`src/design/mbc_consts.svh`:
```
`ifndef MBC_CONSTS_SVH
`define MBC_CONSTS_SVH

// ------------------------------------------------------------
// widths
// ------------------------------------------------------------

`define MBC_ROM_ADDR_W 24 // 16 mb rom window
`define MBC_RAM_ADDR_W 17 // 128 kb cart ram
`define MBC_ROM_BANK_W 9  // up to 512 banks of 16k (mbc5)
`define MBC_RAM_BANK_W 4  // up to 16 banks of 8k

// ------------------------------------------------------------
// 8k address regions, a15:a13
// ------------------------------------------------------------

`define REGION_RAM_EN   3'd0 // 0000-1fff
`define REGION_ROM_BANK 3'd1 // 2000-3fff
`define REGION_RAM_BANK 3'd2 // 4000-5fff, also rtc select on mbc3
`define REGION_MODE     3'd3 // 6000-7fff, mbc1 banking mode
`define REGION_CRAM     3'd5 // a000-bfff

// 16k rom regions, a15:a14
`define ROM_REGION_BANK0 2'd0 // fixed bank 0
`define ROM_REGION_BANKN 2'd1 // switchable bank

// ------------------------------------------------------------
// register values
// ------------------------------------------------------------

`define RAM_EN_KEY     4'hA  // low nibble written to region 0 to unlock ram
`define MBC2_RAM_PAGE  7'h50 // a15:a9 of the 512 x 4 bit mbc2 ram, a000-a1ff
`define ROM_BANK_RESET 1     // bank 0 can not be mapped at 4000 on mbc1-3
`define CRAM_OPEN_BUS  8'hFF // read value with ram locked

// ------------------------------------------------------------
// mask tables
// ------------------------------------------------------------

`define ROM_MASK_ODD   9'h07F // 72/80/96 bank carts, rounded up to 128
`define RAM_MASK_NONE  4'h0   // 2k or 8k, a single bank
`define RAM_MASK_4BANK 4'h3   // 32k
`define RAM_MASK_ALL   4'hF   // 128k

`endif

```
`src/design/mbc_pkg.sv`:
```
package mbc_pkg;

	// ------------------------------------------------------------
	// cpu cartridge address, seen by the rom map and the ram map
	// ------------------------------------------------------------

	// rom side: 16k regions, each split in two 8k halves
	typedef struct packed {
		logic [1:0]  region; // a15:a14, 0 = fixed bank, 1 = switchable bank
		logic        half;   // a13, low bit of the 8k rom page
		logic [12:0] offset; // byte within the 8k page
	} cart_rom_view_t;

	// register / ram side: eight 8k regions
	typedef struct packed {
		logic [2:0]  region; // a15:a13
		logic [12:0] offset; // a12 also splits the mbc5 bank register
	} cart_ram_view_t;

	// both views cover all 16 address bits
	typedef union packed {
		cart_rom_view_t rom;
		cart_ram_view_t ram;
	} cart_addr_u;

endpackage

```
`src/design/mbc_addr_map.sv`:
```
`include "mbc_consts.svh"

module mbc_addr_map (
	input  logic                       clk_sys,
	input  logic                       reset,
	input  mbc_pkg::cart_addr_u        cart_addr,
	input  logic                       cart_rd,
	input  logic                       cart_wr,
	input  logic [7:0]                 cart_di,
	input  logic                       is_mbc1,
	input  logic                       is_mbc2,
	input  logic                       is_mbc3,
	input  logic                       is_mbc5,
	input  logic [`MBC_ROM_BANK_W-1:0] rom_mask,
	input  logic [`MBC_RAM_BANK_W-1:0] ram_mask,
	input  logic [`MBC_ROM_BANK_W-1:0] rom_bank_reg,
	input  logic [`MBC_RAM_BANK_W-1:0] ram_bank_reg,
	input  logic                       mbc1_mode,
	input  logic                       rtc_mode,
	input  logic                       ram_enable,
	output logic [`MBC_ROM_ADDR_W-1:0] rom_addr,
	output logic [`MBC_RAM_ADDR_W-1:0] cram_addr,
	output logic                       cram_rd,
	output logic                       cram_wr,
	output logic [7:0]                 cram_di,
	output logic                       nibble_ram,
	output logic                       rtc_sel,
	output logic                       ram_en
);

	logic [`MBC_ROM_BANK_W:0]   rom_page; // 8k rom page number
	logic [`MBC_RAM_BANK_W-1:0] ram_bank;
	logic [6:0]                 mbc1_bank; // mode 0 puts ram bank bits on rom a20:a19
	logic                       is_cram;
	logic                       nibble_hit;

	// ------------------------------------------------------------
	// rom page
	// ------------------------------------------------------------

	assign mbc1_bank = {mbc1_mode ? 2'b00 : ram_bank_reg[1:0], rom_bank_reg[4:0]} & rom_mask[6:0];

	always_comb begin
		if (!(is_mbc1 || is_mbc2 || is_mbc3 || is_mbc5))
			rom_page = {8'd0, cart_addr.rom.region[0], cart_addr.rom.half}; // flat 32k
		else if (cart_addr.rom.region == `ROM_REGION_BANK0)
			rom_page = {9'd0, cart_addr.rom.half};
		else if (cart_addr.rom.region == `ROM_REGION_BANKN) begin
			if (is_mbc1)
				rom_page = {2'b00, mbc1_bank, cart_addr.rom.half};
			else if (is_mbc5)
				rom_page = {rom_bank_reg & rom_mask, cart_addr.rom.half};
			else // mbc2 only decodes 16 banks, the mask trims it
				rom_page = {2'b00, rom_bank_reg[6:0] & rom_mask[6:0], cart_addr.rom.half};
		end else
			rom_page = '0; // ram and io area
	end

	// ------------------------------------------------------------
	// ram bank and window flags
	// ------------------------------------------------------------

	always_comb begin
		if (is_mbc1)
			ram_bank = mbc1_mode ? {2'b00, ram_bank_reg[1:0]} : '0;
		else if (is_mbc3)
			ram_bank = {2'b00, ram_bank_reg[1:0]};
		else if (is_mbc5)
			ram_bank = ram_bank_reg;
		else
			ram_bank = '0;
		ram_bank = ram_bank & ram_mask; // mirror small rams
	end

	assign is_cram    = (cart_addr.ram.region == `REGION_CRAM);
	assign nibble_hit = is_mbc2 &&
		({cart_addr.ram.region, cart_addr.ram.offset[12:9]} == `MBC2_RAM_PAGE);

	// ------------------------------------------------------------
	// output register
	// ------------------------------------------------------------

	always_ff @(posedge clk_sys) begin
		rom_addr   <= {1'b0, rom_page, cart_addr.rom.offset};
		cram_addr  <= {ram_bank, cart_addr.ram.offset};
		cram_di    <= cart_di;
		nibble_ram <= nibble_hit;
		rtc_sel    <= rtc_mode && !nibble_hit;
		ram_en     <= ram_enable;
		if (reset) begin
			cram_rd <= 1'b0;
			cram_wr <= 1'b0;
		end else begin
			cram_rd <= cart_rd && is_cram; // only a000-bfff reaches the ram
			cram_wr <= cart_wr && is_cram;
		end
	end

	// the cpu bus never drives both strobes, the ram port relies on it
	assert property (@(posedge clk_sys) disable iff (reset) !(cart_rd && cart_wr));

endmodule

```
`config.mk`:
```
export PLATFORM = sky130hd
export DESIGN_NAME = mbc_addr_map
export DESIGN_NICKNAME = d
export VERILOG_FILES = /design/src/design/mbc_pkg.sv /design/src/design/mbc_addr_map.sv
export VERILOG_INCLUDE_DIRS = /design/src /design/src/design
export SDC_FILE = /design/constraint.sdc
export NUM_CORES = 1
export LEC_CHECK = 0
export BUFFER_PORTS_ARGS = -buffer_cell sky130_fd_sc_hd__buf_2
export CORE_ASPECT_RATIO = 1.75
export CORE_UTILIZATION = 34
export DETAILED_ROUTE_END_ITERATION = 12
export HOLD_SLACK_MARGIN = 0.08
export PLACE_DENSITY = 0.85
export SYNTH_ARGS = -nofsm -noshare
export SYNTH_HDL_FRONTEND = slang
export SYNTH_SLANG_ARGS = --single-unit
```
`constraint.sdc`:
```
create_clock -name clk_sys -period 1.2 [get_ports clk_sys]
set_input_delay 0.18 -clock clk_sys [delete_from_list [all_inputs] [get_ports clk_sys]]
set_output_delay 0.18 -clock clk_sys [all_outputs]
set_load 0.02 [all_outputs]
```
==> results of run 1 <==
[final timing paths]
check / endpoint / cells after the start
worst max-delay path: rtc_sel$_DFF_P_ / 4
worst min-delay path: rtc_sel$_DFF_P_ / 2
[cell type report]
class                   count  area [µm²]
clock buffers               5        68.8
clock inverters             3        46.3
fillers                   285        1140
inverters                   2        7.51
multi-input cells          38         236
flip-flops and latches     40         801
well taps                  43        53.8
repair buffers            140         826
[critical path: stages]
cell           delay (ps)
dlygate4sd3_1         540
buf_2                 130
nor4bb_1              330
nor2b_1                80
[logic make-up after synthesis]
family / after synthesis
AOI/OAI and AO/OA: 5
DFF: 40
buffers and inverters: 16
and+or+nand+nor: 32
other: 1
[what timing repair did]
| action | 4_1_cts | 5_1_grt |
|---|---|---|
| endpoints found under the setup margin | 0 | 0 |
| hold buffers | 23 | 0 |
| hold endpoints to repair | 23 | 0 |
[layer usage]
metal  wire length (µm)  share of wire
met1                975           0.30
met2               1800           0.56
met3                331           0.10
met4                 88          0.028
met5                  0              0
[per-stage QoR]
stage                     utilization  setup slack [ps]  setup TNS [ps]
after CTS                       0.642               116               0
after detailed placement        0.533             -63.3            -386
final                           0.642               123               0
after global placement          0.533             -44.7            -248
after global routing            0.642              69.4               0
after floorplan                     -              82.5               0
[power by group through the flow]
stage	clock [mW]	sequential (mW)	combinational [mW]
after global placement	0	1.43	0.327
final	1.09	1.40	0.393
after global routing	1.19	1.41	0.424
after CTS	1.13	1.40	0.393
after detailed placement	0	1.43	0.335
after floorplan	0	1.51	0.102
[registers in the layout, summed over array words and instances (netlist names)]
signal and flops:
cram_wr 1, ram_en 1, cram_addr 17, cram_rd 1, rom_addr 10, nibble_ram 1, rtc_sel 1, cram_di 8
[cells in the final DEF, fill, tap and decap left out, types with 2 or more instances in the layout]
master           n
buf_2          113
dfxtp_1         40
dlygate4sd3_1   23
and3_1          10
nor2_1           5
clkbuf_8         5
buf_4            4
nand2_1          3
nand3b_1         3
o21ai_0          3
and2_1           3
inv_1            2
==> run_results.csv, run 1 <==
group,metric,value,unit
power_and_ir_drop,swShare,0.236,
grt,grt_first_pass_wirelength,4660,µm
synthesis,syn-cell-area,0.00115,mm²
power_and_ir_drop,p_leak,1.11,nW
worst_setup_path,path_max_fanout,2,
synthesis,synth.distinct_cells,20,
power_and_ir_drop,max-vdd-ir-drop,1.15,mV
synthesis,synth_compound_area_frac,0.0261,
routing,viasPerCell,4.28,
routing,drc_errors,0,
worst_setup_path,cp-startpoint,"cart_addr[11]",
sta,period_share,0.898,
sta,rsz0062_at_grt,"false",
die,ios,115,
power_and_ir_drop,p_seq_frac,0.485,
grt,gr-total-overflow,0,
synthesis,async_reset_ff_frac,0,
die,die_h,78.9,µm
synthesis,synth.mux.area_fraction,0,
worst_setup_path,critPathArrivalTime,1250,ps
placed_design,dp_cells,240,
layout,finish.instance_area,0.00204,mm²
layout,areaGrowthSynthToFinish,77.4,%
sta,hold_slack,99.7,ps
synthesis,synth_most_common_cell,"dfxtp_1",
synthesis,yosysTopAreaCellShare,0.696,
synthesis,synth_cells,94,
routing,drtAntennaViolNets,0,
layout,final_nets,288,
sta,min_period,1080,ps
clock_network,cts_root_buf,"clkbuf_8",
synthesis,synth_top_family_by_area,"simple AND/OR/NAND/NOR gates",
sta,finalSetupViolCount,0,
clock_network,cts_resized,0,
routing,dr.pass1.iters,4,
synthesis,synth.largest_area_cell,"dfxtp_1",
clock_network,cts_buffer_depth,2,
synthesis,synth_seq_area_share,0.696,
layout,drive_above_1_share,0.561,
run,maxCapViolCount,0,
die,floorplan.core_area,0.00318,mm²
synthesis,yosys-top-cells-area,"dfxtp_1, buf_4, and3_1",
synthesis,synth_adder_area_share,0,
worst_hold_path,min_from,"rtc_mode",
layout,n_antenna_cell,0,
die,die_area,0.00363,mm²
layout,finalNonFillerCells,271,
synthesis,synth-edff-count,0,
synthesis,yosys-top-cells-count,"dfxtp_1, buf_4, and3_1",
grt,antenna_found_initial,0,
grt,track_usage,0.179,
clock_network,clk_pin_slew,80,ps
synthesis,yosys.area_share.simple,0.176,
power_and_ir_drop,p_int,2.21,mW
clock_network,post_cts_buffers,0,
placed_design,io_buffers,113,
sta,hold_viol_final,0,
sta,clock.fmax,928,MHz
placed_design,placedInstanceArea,0.00169,mm²
synthesis,synthFlopType,"dfxtp_1",
status,outcome,"finished, final reports clean",
routing,wl_per_cell,11.8,µm
die,die_x,46.0,µm
clock_network,cts_made_buffers,5,
grt,met3_usage,0.0591,
placed_design,place_hpwl,2360,µm
placed_design,gp_congestion,0.677,
power_and_ir_drop,pwr-share-comb,0.136,
power_and_ir_drop,switchingPower,682,µW
power_and_ir_drop,power.density,1420,mW/mm²
clock_network,cts_tree,"done",
worst_hold_path,hp-class,"input port to register",
worst_setup_path,required,1370,ps
worst_setup_path,criticalPathCategory,"input port to register",
power_and_ir_drop,power,2.89,mW
clock_network,htreeDepth,2,
synthesis,yosysWarningCount,0,
synthesis,syn_nets,155,
routing,dr.first_iter.drc_count,12,
clock_network,cts.sink_count,40,
power_and_ir_drop,power_frac_clock,0.379,
synthesis,syn_area_per_cell,12.2,µm²
grt,grt.busiest_layer,"met2",
routing,via_count,1161,
grt,grt_pass1_vias,1152,
worst_setup_path,end_kind,"register",
die,start_util,0.362,
routing,routed_wl,3200,µm
synthesis,ys_ff_latch,40,
die,num_rows,27,
grt,grt_max_degree,15,
grt,use_met1,0.139,
worst_setup_path,start_kind,"input port",
synthesis,synth_xor_area_frac,0,
sta,slew_viol_final,0,
grt,met2_usage,0.346,
No activity file was read; power rests on OpenSTA's default activity.
==> run 2: changes to the inputs <==
- CORE_ASPECT_RATIO: 1.75 -> not set
==> run 2 against run 1 <==
Power fell by 14%. Worst setup slack got worse by 81 ps. Global-route usage rose by 3.9 points. Critical path depth rose by 1. Cell count rose by 8.9%. Wire length rose by 23%. First-iteration DRC count rose to 4.2 times the previous value. Combinational power rose by 18%. Via count rose by 8.4%. Critical endpoint unchanged.
==> run_results.csv, run 2 (synthesized netlist as in run 1, its figures left out) <==
group,metric,value,unit
layout,final_nets,312,
layout,finish.instance_area,0.00222,mm²
layout,fin_util,0.709,
layout,finalNonFillerCells,295,
clock_network,cts.sink_count,40,
die,floorplan.core_area,0.00313,mm²
layout,fill_cells,223,
power_and_ir_drop,p_leak,1.19,nW
die,start_util,0.368,
die,die_h,60.2,µm
worst_setup_path,criticalPathCategory,"input port to register",
sta,rsz0062_at_grt,"false",
layout,drive_above_1_share,0.506,
sta,period_share,0.965,
worst_hold_path,hold_depth,2,
layout,regMostFlops,"cram_addr",
die,die_x,60.2,µm
sta,totalNegativeSetupSlack,0,ps
worst_setup_path,end_kind,"register",
clock_network,cts_made_buffers,5,
grt,gr-total-overflow,0,
sta,hold_viol_final,0,
routing,viasPerCell,4.27,
worst_setup_path,path_max_fanout,2,
grt,grt_max_degree,12,
layout,reg.largest.list,"cram_addr x17, rom_addr x10, cram_di x8",
grt,grt_pass1_vias,1292,
die,die_area,0.00362,mm²
worst_hold_path,min_from,"rom_bank_reg[4]",
power_and_ir_drop,power,2.47,mW
clock_network,cts_tree,"done",
layout,layout_commonest_cell,"buf_2",
placed_design,placedInstanceArea,0.00170,mm²
grt,track_usage,0.219,
routing,wl_per_cell,13.4,µm
worst_setup_path,critPathArrivalTime,1380,ps
die,num_rows,20,
routing,dr.pass1.iters,4,
sta,min_period,1160,ps
placed_design,place_hpwl,2250,µm
placed_design,gp_congestion,0.671,
placed_design,dp_worst_setup_slack,-70.0,ps
clock_network,htreeDepth,2,
worst_setup_path,start_kind,"input port",
routing,routed_wl,3950,µm
run,maxCapViolCount,0,
sta,hold_slack,102,ps
routing,drc_errors,0,
grt,antenna_found_initial,0,
layout,largest_register_ffs,17,
sta,finalSetupViolCount,0,
routing,via_count,1259,
sta,clock.fmax,864,MHz
worst_hold_path,min_to,"rom_addr[18]$_SDFF_PP0_",
placed_design,io_buffers,113,
routing,drtAntennaViolNets,0,
power_and_ir_drop,power.density,1110,mW/mm²
layout,n_antenna_cell,0,
placed_design,dp_cells,241,
worst_setup_path,required,1430,ps
clock_network,cts_root_buf,"clkbuf_4",
clock_network,cts_buffer_depth,2,
sta,setup_slack,42.1,ps
clock_network,post_cts_buffers,0,
routing,dr.first_iter.drc_count,50,
status,outcome,"finished, final reports clean",
grt,grt_first_pass_wirelength,5600,µm
layout,areaGrowthSynthToFinish,92.9,%
clock_network,clk_pin_slew,110,ps
worst_hold_path,hp-class,"input port to register",
power_and_ir_drop,max-vdd-ir-drop,0.482,mV
sta,slew_viol_final,0,
layout,final_cell_mix,"buf_2, dlygate4sd3_1, dfxtp_1",
die,ios,115,
-- run 2: changes by cell type in the layout (fill, tap and decap cells not counted) --
| cell | previous run | this run |
|---|---|---|
| nor4bb_2 | 0 | 1 |
| clkinvlp_4 | 1 | 0 |
| nor4bb_1 | 1 | 0 |
| clkinv_2 | 0 | 1 |
| inv_6 | 1 | 0 |
| clkbuf_8 | 5 | 0 |
| bufinv_16 | 1 | 0 |
| clkbuf_1 | 0 | 1 |
| dlygate4sd3_1 | 23 | 47 |
| clkbuf_4 | 0 | 5 |
-- run 2: cell type report --
| class | count | area [µm²] | area share |
|---|---|---|---|
| clock buffer | 6 | 41.3 | 0.0186 |
| clock inverter | 1 | 5.00 | 0.00226 |
| multi-input combinational | 38 | 243 | 0.109 |
| tap | 44 | 55.1 | 0.0248 |
| timing repair buffer | 164 | 1070 | 0.481 |
| inverter | 2 | 7.51 | 0.00338 |
| sequential | 40 | 801 | 0.361 |
-- run 2: worst max-delay path, stage by stage --
cell	delay, ps
dlygate4sd3_1	540
buf_2	130
nor3_1	120
nor4bb_2	340
nor2b_1	70
-- run 2: where the power goes --
group	total (mW)	leakage [nW]	switching [mW]	internal (mW)
logic	0.465	0.826	0.216	0.250
registers	1.40	0.332	0.0183	1.38
clock network	0.604	0.0281	0.387	0.216
-- run 2: worst max-delay path by stage --
stage,from,endpoint,slack [ps],cells after the start
2_1_floorplan,is_mbc5,rom_addr[15]$_SDFF_PP0_,80,3
3_3_place_gp,is_mbc5,rom_addr[16]$_SDFF_PP0_,-60,4
3_5_place_dp,is_mbc5,rom_addr[18]$_SDFF_PP0_,-70,4
4_1_cts,cart_addr[12],rtc_sel$_DFF_P_,30,5
5_1_grt,cart_addr[12],rtc_sel$_DFF_P_,5,5
6_report,cart_addr[12],rtc_sel$_DFF_P_,40,5
-- run 2: repair_timing --
| action | in CTS | in global routing |
|---|---|---|
| resized for setup | 0 | 1 |
| endpoints found under the setup margin | 0 | 1 |
| hold endpoints to repair | 40 | 0 |
| hold buffers | 47 | 0 |
-- run 2: per-layer routing --
metal,global-route usage,share of wire
met4,0.126,0.022
met1,0.180,0.33
met2,0.435,0.56
met5,0,0
met3,0.0736,0.093
