File: config.mk
export PLATFORM = sky130hd
export DESIGN_NAME = mbc_bank_regs
export DESIGN_NICKNAME = d
export VERILOG_FILES = /design/src/design/mbc_pkg.sv /design/src/design/mbc_bank_regs.sv
export VERILOG_INCLUDE_DIRS = /design/src /design/src/design
export SDC_FILE = /design/constraint.sdc
export NUM_CORES = 1
export LEC_CHECK = 0
export BUFFER_PORTS_ARGS = -buffer_cell sky130_fd_sc_hd__buf_2
export CELL_PAD_IN_SITES_DETAIL_PLACEMENT = 0
export CELL_PAD_IN_SITES_GLOBAL_PLACEMENT = 1
export CORE_MARGIN = 1
export CORE_UTILIZATION = 32
export DETAILED_ROUTE_END_ITERATION = 8
export PLACE_DENSITY = 0.83
export SKIP_LAST_GASP = 1
export SYNTH_ARGS = -nofsm -noshare
export SYNTH_HDL_FRONTEND = slang
export SYNTH_SLANG_ARGS = --single-unit
File: constraint.sdc
create_clock -name clk_sys -period 2.77 [get_ports clk_sys]
set_clock_uncertainty 0.05 [all_clocks]
set_input_delay 0.554 -clock clk_sys [delete_from_list [all_inputs] [get_ports clk_sys]]
set_output_delay 0.554 -clock clk_sys [all_outputs]
set_load 0.01 [all_outputs]
File: src/design/mbc_consts.svh
`ifndef MBC_CONSTS_SVH
`define MBC_CONSTS_SVH

// ------------------------------------------------------------
// widths
// ------------------------------------------------------------

`define MBC_ROM_ADDR_W 24 // 16 mb rom window
`define MBC_RAM_ADDR_W 17 // 128 kb cart ram
`define MBC_ROM_BANK_W 9  // up to 512 banks of 16k (mbc5)
`define MBC_RAM_BANK_W 4  // up to 16 banks of 8k

// ------------------------------------------------------------
// 8k address regions, a15:a13
// ------------------------------------------------------------

`define REGION_RAM_EN   3'd0 // 0000-1fff
`define REGION_ROM_BANK 3'd1 // 2000-3fff
`define REGION_RAM_BANK 3'd2 // 4000-5fff, also rtc select on mbc3
`define REGION_MODE     3'd3 // 6000-7fff, mbc1 banking mode
`define REGION_CRAM     3'd5 // a000-bfff

// 16k rom regions, a15:a14
`define ROM_REGION_BANK0 2'd0 // fixed bank 0
`define ROM_REGION_BANKN 2'd1 // switchable bank

// ------------------------------------------------------------
// register values
// ------------------------------------------------------------

`define RAM_EN_KEY     4'hA  // low nibble written to region 0 to unlock ram
`define MBC2_RAM_PAGE  7'h50 // a15:a9 of the 512 x 4 bit mbc2 ram, a000-a1ff
`define ROM_BANK_RESET 1     // bank 0 can not be mapped at 4000 on mbc1-3
`define CRAM_OPEN_BUS  8'hFF // read value with ram locked

// ------------------------------------------------------------
// mask tables
// ------------------------------------------------------------

`define ROM_MASK_ODD   9'h07F // 72/80/96 bank carts, rounded up to 128
`define RAM_MASK_NONE  4'h0   // 2k or 8k, a single bank
`define RAM_MASK_4BANK 4'h3   // 32k
`define RAM_MASK_ALL   4'hF   // 128k

`endif

File: src/design/mbc_pkg.sv
package mbc_pkg;

	// ------------------------------------------------------------
	// cpu cartridge address, seen by the rom map and the ram map
	// ------------------------------------------------------------

	// rom side: 16k regions, each split in two 8k halves
	typedef struct packed {
		logic [1:0]  region; // a15:a14, 0 = fixed bank, 1 = switchable bank
		logic        half;   // a13, low bit of the 8k rom page
		logic [12:0] offset; // byte within the 8k page
	} cart_rom_view_t;

	// register / ram side: eight 8k regions
	typedef struct packed {
		logic [2:0]  region; // a15:a13
		logic [12:0] offset; // a12 also splits the mbc5 bank register
	} cart_ram_view_t;

	// both views cover all 16 address bits
	typedef union packed {
		cart_rom_view_t rom;
		cart_ram_view_t ram;
	} cart_addr_u;

endpackage

File: src/design/mbc_bank_regs.sv
`include "mbc_consts.svh"

module mbc_bank_regs (
	input  logic                       clk_sys,
	input  logic                       reset,
	input  mbc_pkg::cart_addr_u        cart_addr,
	input  logic                       cart_wr,
	input  logic [7:0]                 cart_di,
	input  logic                       is_mbc1,
	input  logic                       is_mbc3,
	input  logic                       is_mbc5,
	output logic [`MBC_ROM_BANK_W-1:0] rom_bank_reg,
	output logic [`MBC_RAM_BANK_W-1:0] ram_bank_reg,
	output logic                       mbc1_mode,
	output logic                       rtc_mode,
	output logic                       ram_enable
);

	// ------------------------------------------------------------
	// cpu writes into the rom area land here
	// ------------------------------------------------------------

	always_ff @(posedge clk_sys) begin
		if (reset) begin
			rom_bank_reg <= `MBC_ROM_BANK_W'(`ROM_BANK_RESET);
			ram_bank_reg <= '0;
			mbc1_mode    <= 1'b0;
			rtc_mode     <= 1'b0;
			ram_enable   <= 1'b0;
		end else if (cart_wr) begin
			case (cart_addr.ram.region)
				`REGION_RAM_EN: ram_enable <= (cart_di[3:0] == `RAM_EN_KEY); // any other value locks
				`REGION_ROM_BANK: begin
					if (is_mbc5) begin
						// 3000-3fff carries bank bit 8, 2000-2fff the low byte
						if (cart_addr.ram.offset[12])
							rom_bank_reg[`MBC_ROM_BANK_W-1] <= cart_di[0];
						else
							rom_bank_reg[`MBC_ROM_BANK_W-2:0] <= cart_di;
					end else if (cart_di[6:0] == 7'd0) begin
						rom_bank_reg <= `MBC_ROM_BANK_W'(`ROM_BANK_RESET); // 0 reads as 1
					end else begin
						rom_bank_reg <= {2'b00, cart_di[6:0]};
					end
				end
				`REGION_RAM_BANK: begin
					if (is_mbc3) begin
						rtc_mode <= cart_di[3]; // 08-0c pick an rtc register
						if (!cart_di[3])
							ram_bank_reg <= {2'b00, cart_di[1:0]};
					end else if (is_mbc5) begin
						ram_bank_reg <= cart_di[3:0];
					end else begin
						ram_bank_reg <= {2'b00, cart_di[1:0]}; // mbc1 upper bits
					end
				end
				`REGION_MODE: begin
					if (is_mbc1)
						mbc1_mode <= cart_di[0]; // 1 = 4 mb rom / 32 kb ram mode
				end
				default: ;
			endcase
		end
	end

	// x on a written address or byte would scramble the bank state
	assert property (@(posedge clk_sys) disable iff (reset)
		cart_wr |-> !$isunknown({cart_addr, cart_di}));

endmodule

==> flow_summary_export.csv, run 1 <==
group,metric,value,unit
timing,finalWorstSetupSlack,1.39,ns
layout,n_fill_cell,243,
layout,drive_gt1_share,36.7,%
clocking,clk_latency,0.28,ns
timing,setup_tns,0,ns
layout,nets,141,
setup_path,path_delay_family,"flip-flops",
routing,viasPerCell,4.87,
setup_path,arrival,0.78,ns
global_route,gr-max-usage-layer,"met2",
die,die_y,50.9,µm
routing,first_pass_iters,3,
die,rows,17,
yosys,synth_seq_cells,16,
layout,multiInputGateArea,430,µm²
place,dpl.hpwl,1.25,mm
clocking,clock_sinks,16,
pwr,p_sw,99.8,µW
clocking,hold_buffers,0,
global_route,grt_pass1_vias,645,
pwr,ir_drop,0.000210,V
clocking,tritoncts,"built",
layout,regArea,320,µm²
yosys,synthTopCellsByArea,"dfxtp_1, mux2i_1, nand2b_1",
status,status,"finished, final reports clean",
layout,design_area,981,µm²
clocking,cts_buffer_depth,2,
yosys,syn_area_per_cell,10.2,µm²
global_route,grt_pass1_wl,2.70,mm
global_route,track_usage,14.0,%
global_route,antenna_found_initial,0,
routing,wl,1.64,mm
yosys,syn_inst,75,
setup_path,critPathMaxStageDelay,0.35,ns
place,routabilityCongestion,0.745,
place,post_dp_cell_area,958,µm²
pwr,power_density,416,nW/µm²
place,dp.cells,134,
layout,post-route-util,43.9,%
yosys,ys_warn_count,0,
global_route,grt_overflow_total,0,
timing,rsz0062_at_grt,"no",
clocking,cts_setup_buffers,0,
clocking,ctsResizeCount,0,
pwr,p_total,408,µW
timing,maxSlewViolCount,0,
timing,hold_viol_final,0,
clocking,cts_root_buffer,"clkbuf_4",
setup_path,cp_data_required_time,2.17,ns
yosys,synthesis.nets,105,
place,placement.setup.worst_slack,1.08,ns
setup_path,end_kind,"output pin",
yosys,yosys.area.top_type,"dfxtp_1",
setup_path,worstSetupPathType,"reg2out",
clocking,cts_max_level,1,
timing,fmax,0.725,GHz
timing,min_period,1.38,ns
timing,slew_headroom,77.0,%
yosys,ys_seq_area_share,41.8,%
layout,final_cell_count_no_fill,137,
place,port-buffer-count,33,
timing,finalSetupViolations,0,
clocking,clk_pin_slew_worst_paths,0.09,ns
setup_path,path_max_fanout,2,
pwr,pwr-share-clk,30.0,%
timing,worst_slew_pin_slew,0.341,ns
global_route,gr-usage-met2,23.2,%
die,ios,46,
pwr,p_int,308,µW
flow_run,maxCapViolCount,0,
worst_hold_path,hold_path.class,"reg2reg",
setup_path,critPathBufInv,1,
routing,drc,0,
timing,whs,0.423,ns
routing,drtAntennaViolNets,0,
pwr,combPwrFrac,12.5,%
die,dieArea,2590,µm²
routing,routed-via-count,667,
pwr,p_sw_share,24.5,%
yosys,synth_top_area_share,41.8,%
clocking,numCtsBuffers,3,
routing,drt_iter0_drc,5,
layout,largest_reg_flops,9,
yosys,netlist_area,766,µm²
setup_path,crit_slowest_cell,"dfxtp_1",
routing,wl_per_cell,11.9,µm
yosys,synth.distinct_cells,24,
timing,finalCritPeriodShare,49.8,%
global_route,met1_usage,15.8,%
layout,antenna_cells,0,
die,fp.coreArea,2230,µm²
layout,syn_to_final_growth,28.1,%
die,dieWidth,50.9,µm
global_route,grt_max_degree,26,
global_route,met3_usage,3.87,%
pwr,seq_power_share,57.5,%
setup_path,start_kind,"flop",
pwr,p_leak,0.407,nW
setup_path,cp_cell_sequence,"buf_2",
die,start_util,34.3,%
final timing paths:
kind / from / end / slack, ns / cells past startpoint
max: ram_bank_reg[1]$_SDFFE_PP0P_ / ram_bank_reg[1] / 1.39 / 1
min: ram_bank_reg[0]$_SDFFE_PP0P_ / ram_bank_reg[0]$_SDFFE_PP0P_ / 0.42 / 2
max reg2reg: ram_bank_reg[3]$_SDFFE_PP0P_ / ram_bank_reg[3]$_SDFFE_PP0P_ / 1.98 / 2
min reg2reg: ram_bank_reg[0]$_SDFFE_PP0P_ / ram_bank_reg[0]$_SDFFE_PP0P_ / 0.42 / 2
routing by layer:
layer | routed length (µm) | part of all wire, % | vias up
li1 | - | - | 336
met1 | 703 | 43 | 313
met2 | 817 | 50 | 16
met3 | 99 | 6.1 | 2
met4 | 14 | 0.86 | 0
met5 | 0 | 0 | -
logic make-up (layout without fill, tap and decap cells):
group / after synthesis / in the layout / share of synthesized area (%)
AOI/OAI and AO/OA: 8 / 8 / 9.80
and+or+nand+nor: 35 / 35 / 30.7
muxes: 12 / 12 / 15.7
buffers and inverters: 4 / 38 / 1.96
DFF: 16 / 16 / 41.8
cell usage in the layout (no fill, tap or decap):
| cell | instances |
|---|---|
| a21boi_4 | 1 |
| clkbuf_4 | 3 |
| buf_2 | 33 |
| nand3_1 | 1 |
| nor2_1 | 2 |
| nor3_1 | 1 |
| nand3b_1 | 1 |
| inv_1 | 2 |
| dfxtp_1 | 16 |
| mux2i_1 | 12 |
| nor4b_1 | 1 |
| nor2b_1 | 2 |
| and4bb_2 | 2 |
| nand2b_1 | 18 |
| a21oi_1 | 1 |
| nand4_1 | 2 |
| nand4bb_1 | 1 |
| a211oi_1 | 1 |
| nand2_1 | 1 |
| o21ai_0 | 2 |
| nor4bb_1 | 1 |
| nor4_1 | 1 |
| nor3b_1 | 1 |
| o32ai_1 | 2 |
| a21oi_4 | 1 |
area by class of cell:
| class | count | area share, % |
|---|---|---|
| Sequential cell | 16 | 32.7 |
| Timing Repair Buffer | 33 | 16.8 |
| Tap cell | 28 | 3.57 |
| Clock buffer | 3 | 2.30 |
| Inverter | 2 | 0.765 |
| Multi-Input combinational cell | 55 | 43.9 |
synthesized netlist by cell type:
| master | n |
|---|---|
| nand4_1 | 2 |
| nor4b_1 | 1 |
| nor4_1 | 1 |
| nand4bb_1 | 1 |
| nor4bb_1 | 1 |
| nand2_1 | 1 |
| and4bb_2 | 2 |
| nor3_1 | 1 |
| nand3b_1 | 1 |
| nor3b_1 | 1 |
| a21boi_4 | 1 |
| o32ai_1 | 2 |
| nor2_1 | 2 |
| a21oi_1 | 1 |
| o21ai_0 | 2 |
| a211oi_1 | 1 |
| inv_1 | 2 |
| nand3_1 | 1 |
| a21oi_4 | 1 |
| nand2b_1 | 18 |
| nor2b_1 | 2 |
| mux2i_1 | 12 |
| clkbuf_1 | 2 |
| dfxtp_1 | 16 |
power by group through the flow:
stage | Combinational, mW | Clock [mW] | Sequential (mW)
floorplan | 0.0226 | 0 | 0.242
global placement | 0.0502 | 0 | 0.240
detailed placement | 0.0513 | 0 | 0.240
CTS | 0.0514 | 0.129 | 0.235
global route | 0.0557 | 0.135 | 0.235
finish | 0.0509 | 0.123 | 0.235
Note: power is estimated with default switching activity, not from simulation.
==> run 2, diff against run 1 <==
CORE_UTILIZATION = 29   (was 32)
PLACE_DENSITY = 0.77   (was 0.83)
clock period = 1.4 ns   (was 2.77 ns; I/O delays follow)
==> run 2 against run 1 <==
Compared with the run above:
- non-clock buffer count grew 1
- worst hold slack lost 0.20 ns
- global-route usage shrank 0.49 points
- cell count grew 2.2%
- routed wire length grew 1.7%
- critical path type unchanged
- highest routed layer unchanged
==> flow_summary_export.csv, run 2 (synthesized netlist as in run 1, its figures left out) <==
group,metric,value,unit
setup_path,cp_cell_sequence,"buf_2",
pwr,p_int,612,µW
pwr,ir_drop,0.000519,V
setup_path,path_delay_family,"flip-flops",
routing,routed-via-count,679,
place,port-buffer-count,33,
setup_path,critPathMaxStageDelay,0.36,ns
pwr,seq_power_share,57.6,%
pwr,p_leak,0.415,nW
routing,first_pass_iters,5,
setup_path,start_kind,"flop",
setup_path,reg2regPathDepth,2,
global_route,antenna_found_initial,0,
setup_path,cp_data_required_time,1.07,ns
layout,drive_gt1_share,37.3,%
setup_path,r2r_slack,0.65,ns
routing,wl_per_cell,11.9,µm
clocking,hold_buffers,0,
setup_path,worstSetupPathType,"reg2out",
timing,fmax,0.906,GHz
layout,syn_to_final_growth,31.0,%
die,die_y,53.4,µm
setup_path,critPathBufInv,1,
timing,setup_tns,0,ns
clocking,cts_buffer_depth,2,
layout,nets,142,
routing,wl,1.66,mm
setup_path,arrival,0.77,ns
status,status,"finished, final reports clean",
clocking,clk_pin_slew_worst_paths,0.10,ns
worst_hold_path,hold_depth,3,
timing,min_period,1.10,ns
setup_path,path_max_fanout,2,
die,fp.coreArea,2480,µm²
timing,finalSetupViolations,0,
routing,drtAntennaViolNets,0,
timing,hold_viol_final,0,
die,rows,18,
global_route,grt_overflow_total,0,
clocking,cts_root_buffer,"clkbuf_4",
clocking,cts_max_level,1,
global_route,track_usage,13.5,%
place,routabilityCongestion,0.776,
routing,drt_iter0_drc,8,
global_route,grt_pass1_vias,617,
pwr,p_sw_share,24.0,%
setup_path,r2r_end,"ram_bank_reg[2]$_SDFFE_PP0P_",
clocking,ctsResizeCount,0,
clocking,tritoncts,"built",
clocking,cts_setup_buffers,0,
timing,finalCritPeriodShare,78.8,%
pwr,power_density,803,nW/µm²
layout,mostFrequentLayoutCells,"buf_2, nand2b_1, dfxtp_1, mux2i_1, clkbuf_4",
layout,antenna_cells,0,
die,start_util,30.9,%
routing,viasPerCell,4.85,
global_route,grt_pass1_wl,2.68,mm
layout,largest_reg_flops,9,
global_route,grt_max_degree,26,
worst_hold_path,hold_path.class,"in2reg",
routing,drc,0,
pwr,pwr-share-clk,29.4,%
die,ios,46,
pwr,combPwrFrac,12.9,%
worst_hold_path,hold_start,"cart_di[4]",
setup_path,reg2reg_from,"ram_bank_reg[2]$_SDFFE_PP0P_",
worst_hold_path,holdPathEnd,"rom_bank_reg[4]$_SDFFE_PP0P_",
setup_path,end_kind,"output pin",
flow_run,maxCapViolCount,0,
clocking,clk_latency,0.28,ns
pwr,p_sw,193,µW
timing,rsz0062_at_grt,"no",
timing,slew_headroom,78.0,%
die,dieArea,2850,µm²
timing,worst_slew_pin_slew,0.325,ns
die,dieWidth,53.4,µm
layout,final_common_cell,"buf_2",
layout,n_fill_cell,268,
clocking,clock_sinks,16,
timing,maxSlewViolCount,0,
place,dpl.hpwl,1.30,mm
pwr,p_total,806,µW
clocking,numCtsBuffers,3,
setup_path,crit_slowest_cell,"dfxtp_1",
run 2: cell types whose count changed in the layout (fill, tap and decap cells not counted), sizes merged:
cell and delta:
buf +1
run 2: power by group through the flow:
stage / Sequential, mW / Combinational [mW] / Clock, mW
final: 0.464 / 0.104 / 0.237
after global routing: 0.465 / 0.116 / 0.267
after CTS: 0.464 / 0.106 / 0.247
after detailed placement: 0.475 / 0.105 / 0
after global placement: 0.475 / 0.102 / 0
after floorplan: 0.478 / 0.0447 / 0
run 2: area by class of cell:
| cell class | instances | area, µm² | area share (%) |
|---|---|---|---|
| multi-input combinational | 55 | 430 | 42.9 |
| sequential | 16 | 320 | 31.9 |
| timing repair buffer | 34 | 185 | 18.5 |
| tap | 30 | 37.5 | 3.74 |
| clock buffer | 3 | 22.5 | 2.24 |
| inverter | 2 | 7.51 | 0.748 |
run 2: how the worst max path moves through the flow:
| stage | startpoint | to | slack [ns] | cells after the start |
|---|---|---|---|---|
| 5_1_grt | ram_bank_reg[1]$_SDFFE_PP0P_ | ram_bank_reg[1] | 0.25 | 1 |
| 3_3_place_gp | cart_addr[13] | ram_bank_reg[0]$_SDFFE_PP0P_ | 0.10 | 4 |
| 2_1_floorplan | cart_addr[14] | rom_bank_reg[0]$_SDFFE_PP1P_ | 0.29 | 3 |
| 4_1_cts | ram_bank_reg[1]$_SDFFE_PP0P_ | ram_bank_reg[1] | 0.29 | 1 |
| 3_5_place_dp | cart_addr[13] | ram_bank_reg[0]$_SDFFE_PP0P_ | 0.07 | 4 |
| 6_report | ram_bank_reg[1]$_SDFFE_PP0P_ | ram_bank_reg[1] | 0.30 | 1 |
run 2: per-layer routing:
layer | up-vias | part of all wire, % | wire (µm) | track usage (%)
met5 | - | 0 | 0 | 0
met4 | 0 | 0.72 | 12 | 6.58
met3 | 2 | 5.6 | 93 | 4.31
met2 | 18 | 50 | 824 | 20.8
met1 | 320 | 44 | 732 | 16.6
li1 | 339 | - | - | -
run 2: metrics by stage:
stage                     instances  area [µm²]  setup WS, ns  utilization [%]  hold WS [ns]
after floorplan                  75         766         0.288                -         0.360
after global placement          137         981         0.101             39.6         0.410
after detailed placement        137         981        0.0704             39.6         0.411
after CTS                       140        1000         0.289             40.5         0.218
after global routing            140        1000         0.251             40.5         0.230
final                           140        1000         0.297             40.5         0.222
