### src/design/mbc_consts.svh
`ifndef MBC_CONSTS_SVH
`define MBC_CONSTS_SVH

// ------------------------------------------------------------
// widths
// ------------------------------------------------------------

`define MBC_ROM_ADDR_W 24 // 16 mb rom window
`define MBC_RAM_ADDR_W 17 // 128 kb cart ram
`define MBC_ROM_BANK_W 9  // up to 512 banks of 16k (mbc5)
`define MBC_RAM_BANK_W 4  // up to 16 banks of 8k

// ------------------------------------------------------------
// 8k address regions, a15:a13
// ------------------------------------------------------------

`define REGION_RAM_EN   3'd0 // 0000-1fff
`define REGION_ROM_BANK 3'd1 // 2000-3fff
`define REGION_RAM_BANK 3'd2 // 4000-5fff, also rtc select on mbc3
`define REGION_MODE     3'd3 // 6000-7fff, mbc1 banking mode
`define REGION_CRAM     3'd5 // a000-bfff

// 16k rom regions, a15:a14
`define ROM_REGION_BANK0 2'd0 // fixed bank 0
`define ROM_REGION_BANKN 2'd1 // switchable bank

// ------------------------------------------------------------
// register values
// ------------------------------------------------------------

`define RAM_EN_KEY     4'hA  // low nibble written to region 0 to unlock ram
`define MBC2_RAM_PAGE  7'h50 // a15:a9 of the 512 x 4 bit mbc2 ram, a000-a1ff
`define ROM_BANK_RESET 1     // bank 0 can not be mapped at 4000 on mbc1-3
`define CRAM_OPEN_BUS  8'hFF // read value with ram locked

// ------------------------------------------------------------
// mask tables
// ------------------------------------------------------------

`define ROM_MASK_ODD   9'h07F // 72/80/96 bank carts, rounded up to 128
`define RAM_MASK_NONE  4'h0   // 2k or 8k, a single bank
`define RAM_MASK_4BANK 4'h3   // 32k
`define RAM_MASK_ALL   4'hF   // 128k

`endif

### src/design/mbc_header_decode.sv
`include "mbc_consts.svh"

module mbc_header_decode (
	input  logic [7:0]                 cart_mbc_type, // header byte 0x147
	input  logic [7:0]                 cart_rom_size, // header byte 0x148
	input  logic [7:0]                 cart_ram_size, // header byte 0x149
	output logic                       is_mbc1,
	output logic                       is_mbc2,
	output logic                       is_mbc3,
	output logic                       is_mbc5,
	output logic [`MBC_ROM_BANK_W-1:0] rom_mask,
	output logic [`MBC_RAM_BANK_W-1:0] ram_mask
);

	// ------------------------------------------------------------
	// controller kind
	// ------------------------------------------------------------

	always_comb begin
		is_mbc1 = 1'b0;
		is_mbc2 = 1'b0;
		is_mbc3 = 1'b0;
		is_mbc5 = 1'b0;
		case (cart_mbc_type)
			8'h01, 8'h02, 8'h03:               is_mbc1 = 1'b1; // plain, +ram, +ram+batt
			8'h05, 8'h06:                      is_mbc2 = 1'b1; // built in nibble ram
			8'h0F, 8'h10, 8'h11, 8'h12, 8'h13: is_mbc3 = 1'b1; // with and without timer
			8'h19, 8'h1A, 8'h1B:               is_mbc5 = 1'b1;
			8'h1C, 8'h1D, 8'h1E:               is_mbc5 = 1'b1; // rumble variants
			default: ; // rom only, mmm01, mbc4, huc and unknown codes
		endcase
	end

	// ------------------------------------------------------------
	// size masks for bank mirroring
	// ------------------------------------------------------------

	always_comb begin
		case (cart_rom_size)
			// 2 << n banks, so n + 1 low ones
			8'h00, 8'h01, 8'h02, 8'h03, 8'h04, 8'h05, 8'h06, 8'h07, 8'h08:
				rom_mask = {`MBC_ROM_BANK_W{1'b1}} >> (4'd8 - cart_rom_size[3:0]);
			default: rom_mask = `ROM_MASK_ODD; // 52-54 odd sizes, junk treated as 2 mb
		endcase
	end

	always_comb begin
		case (cart_ram_size)
			8'h00, 8'h01, 8'h02: ram_mask = `RAM_MASK_NONE; // none, 2k, 8k
			8'h03:               ram_mask = `RAM_MASK_4BANK;
			default:             ram_mask = `RAM_MASK_ALL;   // 128k and above
		endcase
	end

endmodule

### config.mk
export PLATFORM = sky130hd
export DESIGN_NAME = mbc_header_decode
export DESIGN_NICKNAME = d
export VERILOG_FILES = /design/src/design/mbc_header_decode.sv
export VERILOG_INCLUDE_DIRS = /design/src /design/src/design
export SDC_FILE = /design/constraint.sdc
export NUM_CORES = 1
export LEC_CHECK = 0
export ABC_CLOCK_PERIOD_IN_PS = 2700
export BUFFER_PORTS_ARGS = -buffer_cell sky130_fd_sc_hd__buf_4
export CAP_MARGIN = 20
export CORE_AREA = 4 4 41 43
export DETAILED_ROUTE_END_ITERATION = 8
export DIE_AREA = 0 0 45 47
export PLACE_DENSITY = 0.78
export SLEW_MARGIN = 5
export SYNTH_ARGS = -nofsm -noshare
export SYNTH_HDL_FRONTEND = slang
export SYNTH_SLANG_ARGS = --single-unit
### constraint.sdc
create_clock -name vclk -period 2.7
set_input_delay 0.405 -clock vclk [all_inputs]
set_output_delay 0.405 -clock vclk [all_outputs]
set_load 0.005 [all_outputs]
==> results.py, run 1 <==
metrics = {
    "critical_path": {
        "cp_max_fo": 7,
        "end_kind": "output port",
        "cp.arrival_ps": 1840,
        "slowest_stage": "a2111oi_2",
        "cp.required_ps": 2300,
        "critPathKind": "primary input to output port",
        "worstSetupStartpointType": "primary input",
        "worst_path_most_repeated_cell": "buf_4",
        "crit_chain": "buf_4 > inv_1 > ha_1 > nand2b_1 > o211a_1 > a2111oi_2 > buf_4",
        "slowest_delay_ps": 340,
        "critical_path.startpoint": "cart_rom_size[0]",
    },
    "routing": {
        "drc": 0,
        "drtIter0Drc": 7,
        "wl_mm": 1.443,
        "ant_nets": 0,
        "wire_per_inst_um": 12.44,
        "drt_pass1_iterations": 4,
        "vias": 631,
        "via_per_inst": 5.440,
    },
    "placement": {
        "post-dp-hpwl_mm": 1.250,
        "portBuffers": 41,
        "dp.cells": 116,
        "gp_congestion": 0.8090,
    },
    "timing": {
        "setup_violations": 0,
        "fmax_ghz": 0.4446,
        "rsz0062_at_grt": "false",
        "min_period_ps": 2249,
        "slew_headroom": 0.7077,
        "tns_ps": 0,
        "worst_pin_slew_ps": 434.5,
        "drv_slew": 0,
        "final.period_utilization": 0.8331,
        "hold_viol_final": 0,
    },
    "finish": {
        "mostFrequentLayoutCells": "buf_4 (41), nand2_1 (6), nor4_1 (5), ha_1 (5)",
        "fin_nets": 132,
        "area_growth_pct": 70.64,
        "regArea_um2": 0,
        "n_sequential_cell": 0,
        "layout_commonest_cell": "buf_4",
        "diodes": 0,
        "drive_gt1_frac": 0.4356,
        "stdcell_count": 116,
        "clock_buffers": 0,
    },
    "pwr": {
        "power_frac_comb": 1.000,
        "clkPwrFrac": 0,
        "power_frac_seq": 0,
        "ir_drop_v": 0.00005263,
        "p_total_uw": 78.59,
        "switching_share": 0.4628,
        "p_leak_nw": 0.3432,
        "powerDensity_nw_per_um2": 107.0,
        "p_int_uw": 42.22,
        "switching_power_uw": 36.37,
    },
    "floorplan": {
        "io_pins": 41,
        "die_w_um": 45,
        "start_util": 0.3308,
        "fp.dieH_um": 47,
        "dieArea_um2": 2115,
        "coreArea_um2": 1301,
        "row_count": 13,
    },
    "global_routing": {
        "grt_max_degree": 8,
        "gr-usage-all-layers": 0.1235,
        "antenna_found_initial": 0,
        "grt_pass1_vias": 529,
        "grt_overflow": 0,
        "grt_pass1_wl_mm": 2.070,
    },
    "clock_network": {
        "cts-hold-fix-buffers": 0,
        "post_cts_buffers": 0,
        "ctsResizeCount": 0,
    },
    "synth": {
        "synth_area_um2": 430.4,
        "yosysTopAreaCellShare": 0.1453,
        "synthesis.nets": 93,
        "synth_area_leader_cell": "ha_1",
        "seq_area_frac_synth": 0,
        "synthCells": 64,
        "netlist-cell-type-count": 28,
        "synth.avg_cell_area_um2": 6.725,
        "ys.warnings.count": 0,
        "yosys-top-cells-area": "ha_1 (15%), nor4_1 (7.3%), xor2_1 (6.1%)",
    },
    "outcome": {
        "status": "completed",
    },
    "hold_path": {
        "hold_path_class": "primary input to output port",
        "min_from": "cart_mbc_type[3]",
    },
    "flow_run": {
        "cap_violations": 0,
    },
}
[synth_stat cells (all sizes together), types with 2 or more instances]
| cell | number |
|---|---|
| and3 | 3 |
| a21oi | 2 |
| nor3 | 4 |
| nand3 | 2 |
| inv | 3 |
| nor4 | 5 |
| nor2 | 4 |
| o21ai | 2 |
| or3 | 2 |
| o22ai | 4 |
| xor2 | 3 |
| buf | 2 |
| clkbuf | 2 |
| ha | 5 |
| nand2b | 3 |
| nand2 | 6 |
[per-layer routing]
| metal | vias up | wire length (um) | GRT usage |
|---|---|---|---|
| met2 | 36 | 737 | 0.2599 |
| met3 | 0 | 241 | 0.03065 |
| met4 | 0 | 0 | 0.005848 |
| li1 | 315 | - | - |
| met1 | 280 | 464 | 0.1258 |
| met5 | - | 0 | 0 |
[path summary, 6_finish.rpt]
kind | slack, ps | end | depth (start not counted)
max | 450 | rom_mask[7] | 7
min | 1090 | is_mbc2 | 3
[cell type report]
cell class                 count  area, um^2
fill                         123       566.8
inverter                       3       11.26
multi-input combinational     57       396.6
tap                           15       18.77
timing repair buffer          41       307.8
[logic make-up after synthesis]
logic type               Yosys count  share of synthesized area
AND/OR/NAND/NOR                   31                     0.3895
AO/OA/AOI/OAI                     17                     0.3052
buffers and inverters              7                    0.07848
adder cells (fa/ha/maj)            5                     0.1453
XOR/XNOR                           4                    0.08141
[critical path, delay by kind of cell]
kind	cells	cell delay, ps
buffers and inverters	3	410
AO/OA/AOI/OAI	2	640
adder cells (fa/ha/maj)	1	250
AND/OR/NAND/NOR	1	150
[power by group through the flow]
stage                     Combinational, mW  Clock, mW  Sequential (mW)
after floorplan                      0.0353          0                0
after global placement               0.0768          0                0
after detailed placement             0.0786          0                0
after CTS                            0.0789          0                0
after global routing                 0.0868          0                0
final                                0.0786          0                0
[through the flow]
| stage | setup WS [ps] | hold slack, ps | util | instance area [um^2] |
|---|---|---|---|---|
| 6_report | 450.6 | 1087 | 0.5644 | 734.5 |
| 5_1_grt | 301.7 | 1103 | 0.5644 | 734.5 |
| 4_1_cts | 442.0 | 1085 | 0.5644 | 734.5 |
| 3_5_place_dp | 459.0 | 1084 | 0.5644 | 734.5 |
| 3_3_place_gp | 447.6 | 1082 | 0.5644 | 734.5 |
| 2_1_floorplan | 760.0 | 845.3 | - | 430.4 |
Power figures use the tool's default switching activity.
==> run 2: changes to the inputs <==
--- a/config.mk
+++ b/config.mk
@@ -6,7 +6,7 @@
 export SDC_FILE = /design/constraint.sdc
 export NUM_CORES = 1
 export LEC_CHECK = 0
-export ABC_CLOCK_PERIOD_IN_PS = 2700
+export ABC_CLOCK_PERIOD_IN_PS = 2400
 export BUFFER_PORTS_ARGS = -buffer_cell sky130_fd_sc_hd__buf_4
 export CAP_MARGIN = 20
 export CORE_AREA = 4 4 41 43
==> constraint.sdc (replaced) <==
create_clock -name vclk -period 2.4
set_input_delay 0.36 -clock vclk [all_inputs]
set_output_delay 0.36 -clock vclk [all_outputs]
set_load 0.005 [all_outputs]
==> results.py, run 2 (synthesized netlist as in run 1, its figures left out) <==
metrics = {
    "timing": {
        "hold_viol_final": 0,
        "worst_pin_slew_ps": 472.6,
        "slew_headroom": 0.6820,
        "final.period_utilization": 0.8995,
        "fmax_ghz": 0.4632,
        "setup_violations": 0,
        "drv_slew": 0,
        "tns_ps": 0,
        "rsz0062_at_grt": "false",
        "min_period_ps": 2159,
    },
    "finish": {
        "n_sequential_cell": 0,
        "fin_util": 0.5644,
        "mostFrequentLayoutCells": "buf_4 (41), nand2_1 (6), nor4_1 (5), ha_1 (5)",
        "diodes": 0,
        "regArea_um2": 0,
        "layout_commonest_cell": "buf_4",
        "fin_nets": 132,
        "area_growth_pct": 70.64,
        "clock_buffers": 0,
        "drive_gt1_frac": 0.4356,
        "stdcell_count": 116,
    },
    "pwr": {
        "p_total_uw": 89.48,
        "switching_share": 0.4685,
        "clkPwrFrac": 0,
        "power_frac_seq": 0,
        "powerDensity_nw_per_um2": 121.8,
        "p_int_uw": 47.56,
        "p_leak_nw": 0.3432,
        "power_frac_comb": 1.000,
        "switching_power_uw": 41.92,
        "ir_drop_v": 0.00006315,
    },
    "global_routing": {
        "gr-usage-all-layers": 0.1220,
        "grt_overflow": 0,
        "grt_pass1_wl_mm": 2.042,
        "antenna_found_initial": 0,
        "grt_pass1_vias": 531,
        "grt_max_degree": 8,
    },
    "hold_path": {
        "min_from": "cart_mbc_type[4]",
        "hold_end": "is_mbc1",
        "hold_path_depth": 3,
        "hold_path_class": "primary input to output port",
    },
    "outcome": {
        "status": "completed",
    },
    "critical_path": {
        "critPathKind": "primary input to output port",
        "worstSetupStartpointType": "primary input",
        "cp_max_fo": 7,
        "cp.arrival_ps": 1800,
        "cp.required_ps": 2040,
        "end_kind": "output port",
    },
    "clock_network": {
        "cts-hold-fix-buffers": 0,
        "post_cts_buffers": 0,
        "ctsResizeCount": 0,
    },
    "placement": {
        "portBuffers": 41,
        "dp.cells": 116,
        "gp_congestion": 0.8073,
        "post-dp-hpwl_mm": 1.241,
    },
    "routing": {
        "vias": 643,
        "drt_pass1_iterations": 4,
        "wire_per_inst_um": 12.71,
        "via_per_inst": 5.543,
        "wl_mm": 1.474,
        "drtIter0Drc": 18,
        "ant_nets": 0,
        "drc": 0,
    },
    "floorplan": {
        "row_count": 13,
        "coreArea_um2": 1301,
        "io_pins": 41,
        "fp.dieH_um": 47,
        "die_w_um": 45,
        "start_util": 0.3308,
        "dieArea_um2": 2115,
    },
    "flow_run": {
        "cap_violations": 0,
    },
}
[run 2: final cells by class]
class / count / area [um^2]
Fill cell: 122 / 566.8
Inverter: 3 / 11.26
Multi-Input combinational cell: 57 / 396.6
Tap cell: 15 / 18.77
Timing Repair Buffer: 41 / 307.8
[run 2: stage by stage]
stage	hold WS [ps]	setup WS (ps)	area, um^2
2_1_floorplan	755.3	550.0	430.4
3_3_place_gp	991.6	238.0	734.5
3_5_place_dp	995.7	251.3	734.5
4_1_cts	996.6	241.2	734.5
5_1_grt	1005	110.2	734.5
6_report	995.1	241.1	734.5
[run 2: power groups by stage]
| stage | clock network [mW] | logic, mW | registers (mW) |
|---|---|---|---|
| floorplan | 0 | 0.0397 | 0 |
| detailed placement | 0 | 0.0885 | 0 |
| global route | 0 | 0.0970 | 0 |
| finish | 0 | 0.0895 | 0 |
| CTS | 0 | 0.0889 | 0 |
| global placement | 0 | 0.0864 | 0 |
[run 2: how the worst max path moves through the flow]
| stage | start | endpoint | slack (ps) | depth (start not counted) |
|---|---|---|---|---|
| final | cart_rom_size[0] | rom_mask[7] | 240 | 7 |
| after global routing | cart_rom_size[0] | rom_mask[2] | 110 | 7 |
| after CTS | cart_rom_size[0] | rom_mask[7] | 240 | 7 |
| after detailed placement | cart_rom_size[0] | rom_mask[7] | 250 | 7 |
| after global placement | cart_rom_size[5] | rom_mask[6] | 240 | 5 |
| after floorplan | cart_rom_size[5] | rom_mask[7] | 550 | 3 |
[run 2: metal layers]
metal | vias up | wire [um] | part of all wire | track usage
li1 | 317 | - | - | -
met1 | 294 | 503 | 0.34 | 0.1236
met2 | 32 | 738 | 0.50 | 0.2542
met3 | 0 | 231 | 0.16 | 0.03065
met4 | 0 | 0 | 0 | 0.01170
met5 | - | 0 | 0 | 0
[run 2: critical path, cell delays in order]
cell and delay, ps:
buf_4 140, inv_1 100, ha_1 250, nand2b_1 150
o211a_1 300, a2111oi_2 330, buf_4 160
==> run 3: changes to the inputs <==
--- a/config.mk
+++ b/config.mk
@@ -13,6 +13,8 @@
 export DETAILED_ROUTE_END_ITERATION = 8
 export DIE_AREA = 0 0 45 47
 export PLACE_DENSITY = 0.78
+export RECOVER_POWER = 50
+export SKIP_LAST_GASP = 1
 export SLEW_MARGIN = 5
 export SYNTH_ARGS = -nofsm -noshare
 export SYNTH_HDL_FRONTEND = slang
==> results.py, run 3 (synthesized netlist as in run 1, its figures left out) <==
metrics = {
    "routing": {
        "drc": 0,
        "wl_mm": 1.458,
        "wire_per_inst_um": 12.57,
        "via_per_inst": 5.483,
        "drt_pass1_iterations": 4,
        "ant_nets": 0,
        "vias": 636,
        "drtIter0Drc": 18,
    },
    "floorplan": {
        "die_w_um": 45,
        "fp.dieH_um": 47,
        "dieArea_um2": 2115,
        "row_count": 13,
        "io_pins": 41,
        "coreArea_um2": 1301,
        "start_util": 0.3308,
    },
    "placement": {
        "portBuffers": 41,
        "dp.cells": 116,
        "gp_congestion": 0.8073,
        "post-dp-hpwl_mm": 1.241,
    },
    "global_routing": {
        "antenna_found_initial": 0,
        "grt_pass1_wl_mm": 2.042,
        "gr-usage-all-layers": 0.1220,
        "grt_overflow": 0,
        "grt_pass1_vias": 531,
        "grt_max_degree": 8,
    },
    "finish": {
        "clock_buffers": 0,
        "regArea_um2": 0,
        "diodes": 0,
        "fillCellCount": 122,
        "mostFrequentLayoutCells": "buf_4 (35), nand2_1 (6), clkbuf_4 (6), nor4_1 (5), ha_1 (5)",
        "n_sequential_cell": 0,
        "area_growth_pct": 70.64,
        "stdcell_count": 116,
        "fin_nets": 132,
        "layout_commonest_cell": "buf_4",
        "drive_gt1_frac": 0.4356,
    },
    "timing": {
        "min_period_ps": 2153,
        "drv_slew": 0,
        "worst_pin_slew_ps": 472.6,
        "final.period_utilization": 0.8971,
        "slew_headroom": 0.6820,
        "hold_slack_ps": 995.1,
        "hold_viol_final": 0,
        "setup_violations": 0,
        "rsz0062_at_grt": "false",
        "fmax_ghz": 0.4645,
        "tns_ps": 0,
    },
    "pwr": {
        "ir_drop_v": 0.00006295,
        "powerDensity_nw_per_um2": 121.2,
        "p_leak_nw": 0.3431,
        "p_total_uw": 88.98,
    },
    "hold_path": {
        "hold_path_class": "primary input to output port",
        "min_from": "cart_mbc_type[4]",
        "hold_path_depth": 3,
        "hold_end": "is_mbc1",
    },
    "clock_network": {
        "post_cts_buffers": 0,
        "ctsResizeCount": 0,
        "cts-hold-fix-buffers": 0,
    },
    "critical_path": {
        "worstSetupStartpointType": "primary input",
        "critPathKind": "primary input to output port",
        "end_kind": "output port",
        "cp.arrival_ps": 1790,
        "cp_max_fo": 7,
        "cp.required_ps": 2040,
    },
    "outcome": {
        "status": "completed",
    },
    "flow_run": {
        "cap_violations": 0,
    },
}
run 3: changes by cell type in the layout (fill, tap and decap cells not counted):
cell / previous run / this run
clkbuf_4: 0 / 6
buf_4: 41 / 35
run 3: metrics by stage:
| step | instance area (um^2) | utilization | setup WS, ps |
|---|---|---|---|
| finish | 734.5 | 0.5644 | 247.0 |
| global route | 734.5 | 0.5644 | 110.2 |
| CTS | 734.5 | 0.5644 | 241.2 |
| detailed placement | 734.5 | 0.5644 | 251.3 |
| global placement | 734.5 | 0.5644 | 238.0 |
| floorplan | 430.4 | - | 550.0 |
run 3: cell type report:
cell class                      count  area, um^2  share of cell area
Multi-Input combinational cell     57       396.6              0.5400
Timing Repair Buffer               41       307.8              0.4191
Tap cell                           15       18.77             0.02555
Inverter                            3       11.26             0.01533
run 3: per-layer routing:
layer,wire length [um],global-route usage
met1,500,0.1236
met2,742,0.2542
met3,215,0.03065
met4,0,0.01170
met5,0,0
run 3: worst max-delay path by stage:
stage / start / endpoint / depth (start not counted)
2_1_floorplan: cart_rom_size[5] / rom_mask[7] / 3
6_report: cart_rom_size[0] / rom_mask[7] / 7
3_5_place_dp: cart_rom_size[0] / rom_mask[7] / 7
4_1_cts: cart_rom_size[0] / rom_mask[7] / 7
5_1_grt: cart_rom_size[0] / rom_mask[2] / 7
3_3_place_gp: cart_rom_size[5] / rom_mask[6] / 5
run 3: worst max-delay path, cell delays in order:
cell       delay [ps]
buf_4             140
inv_1             100
ha_1              240
nand2b_1          150
o211a_1           300
a2111oi_2         330
buf_4             160
run 3: report_power, final:
| part | total (mW) | leakage [nW] | switching [mW] | internal, mW |
|---|---|---|---|---|
| Clock | 0 | 0 | 0 | 0 |
| Sequential | 0 | 0 | 0 | 0 |
| Combinational | 0.0890 | 0.343 | 0.0416 | 0.0474 |
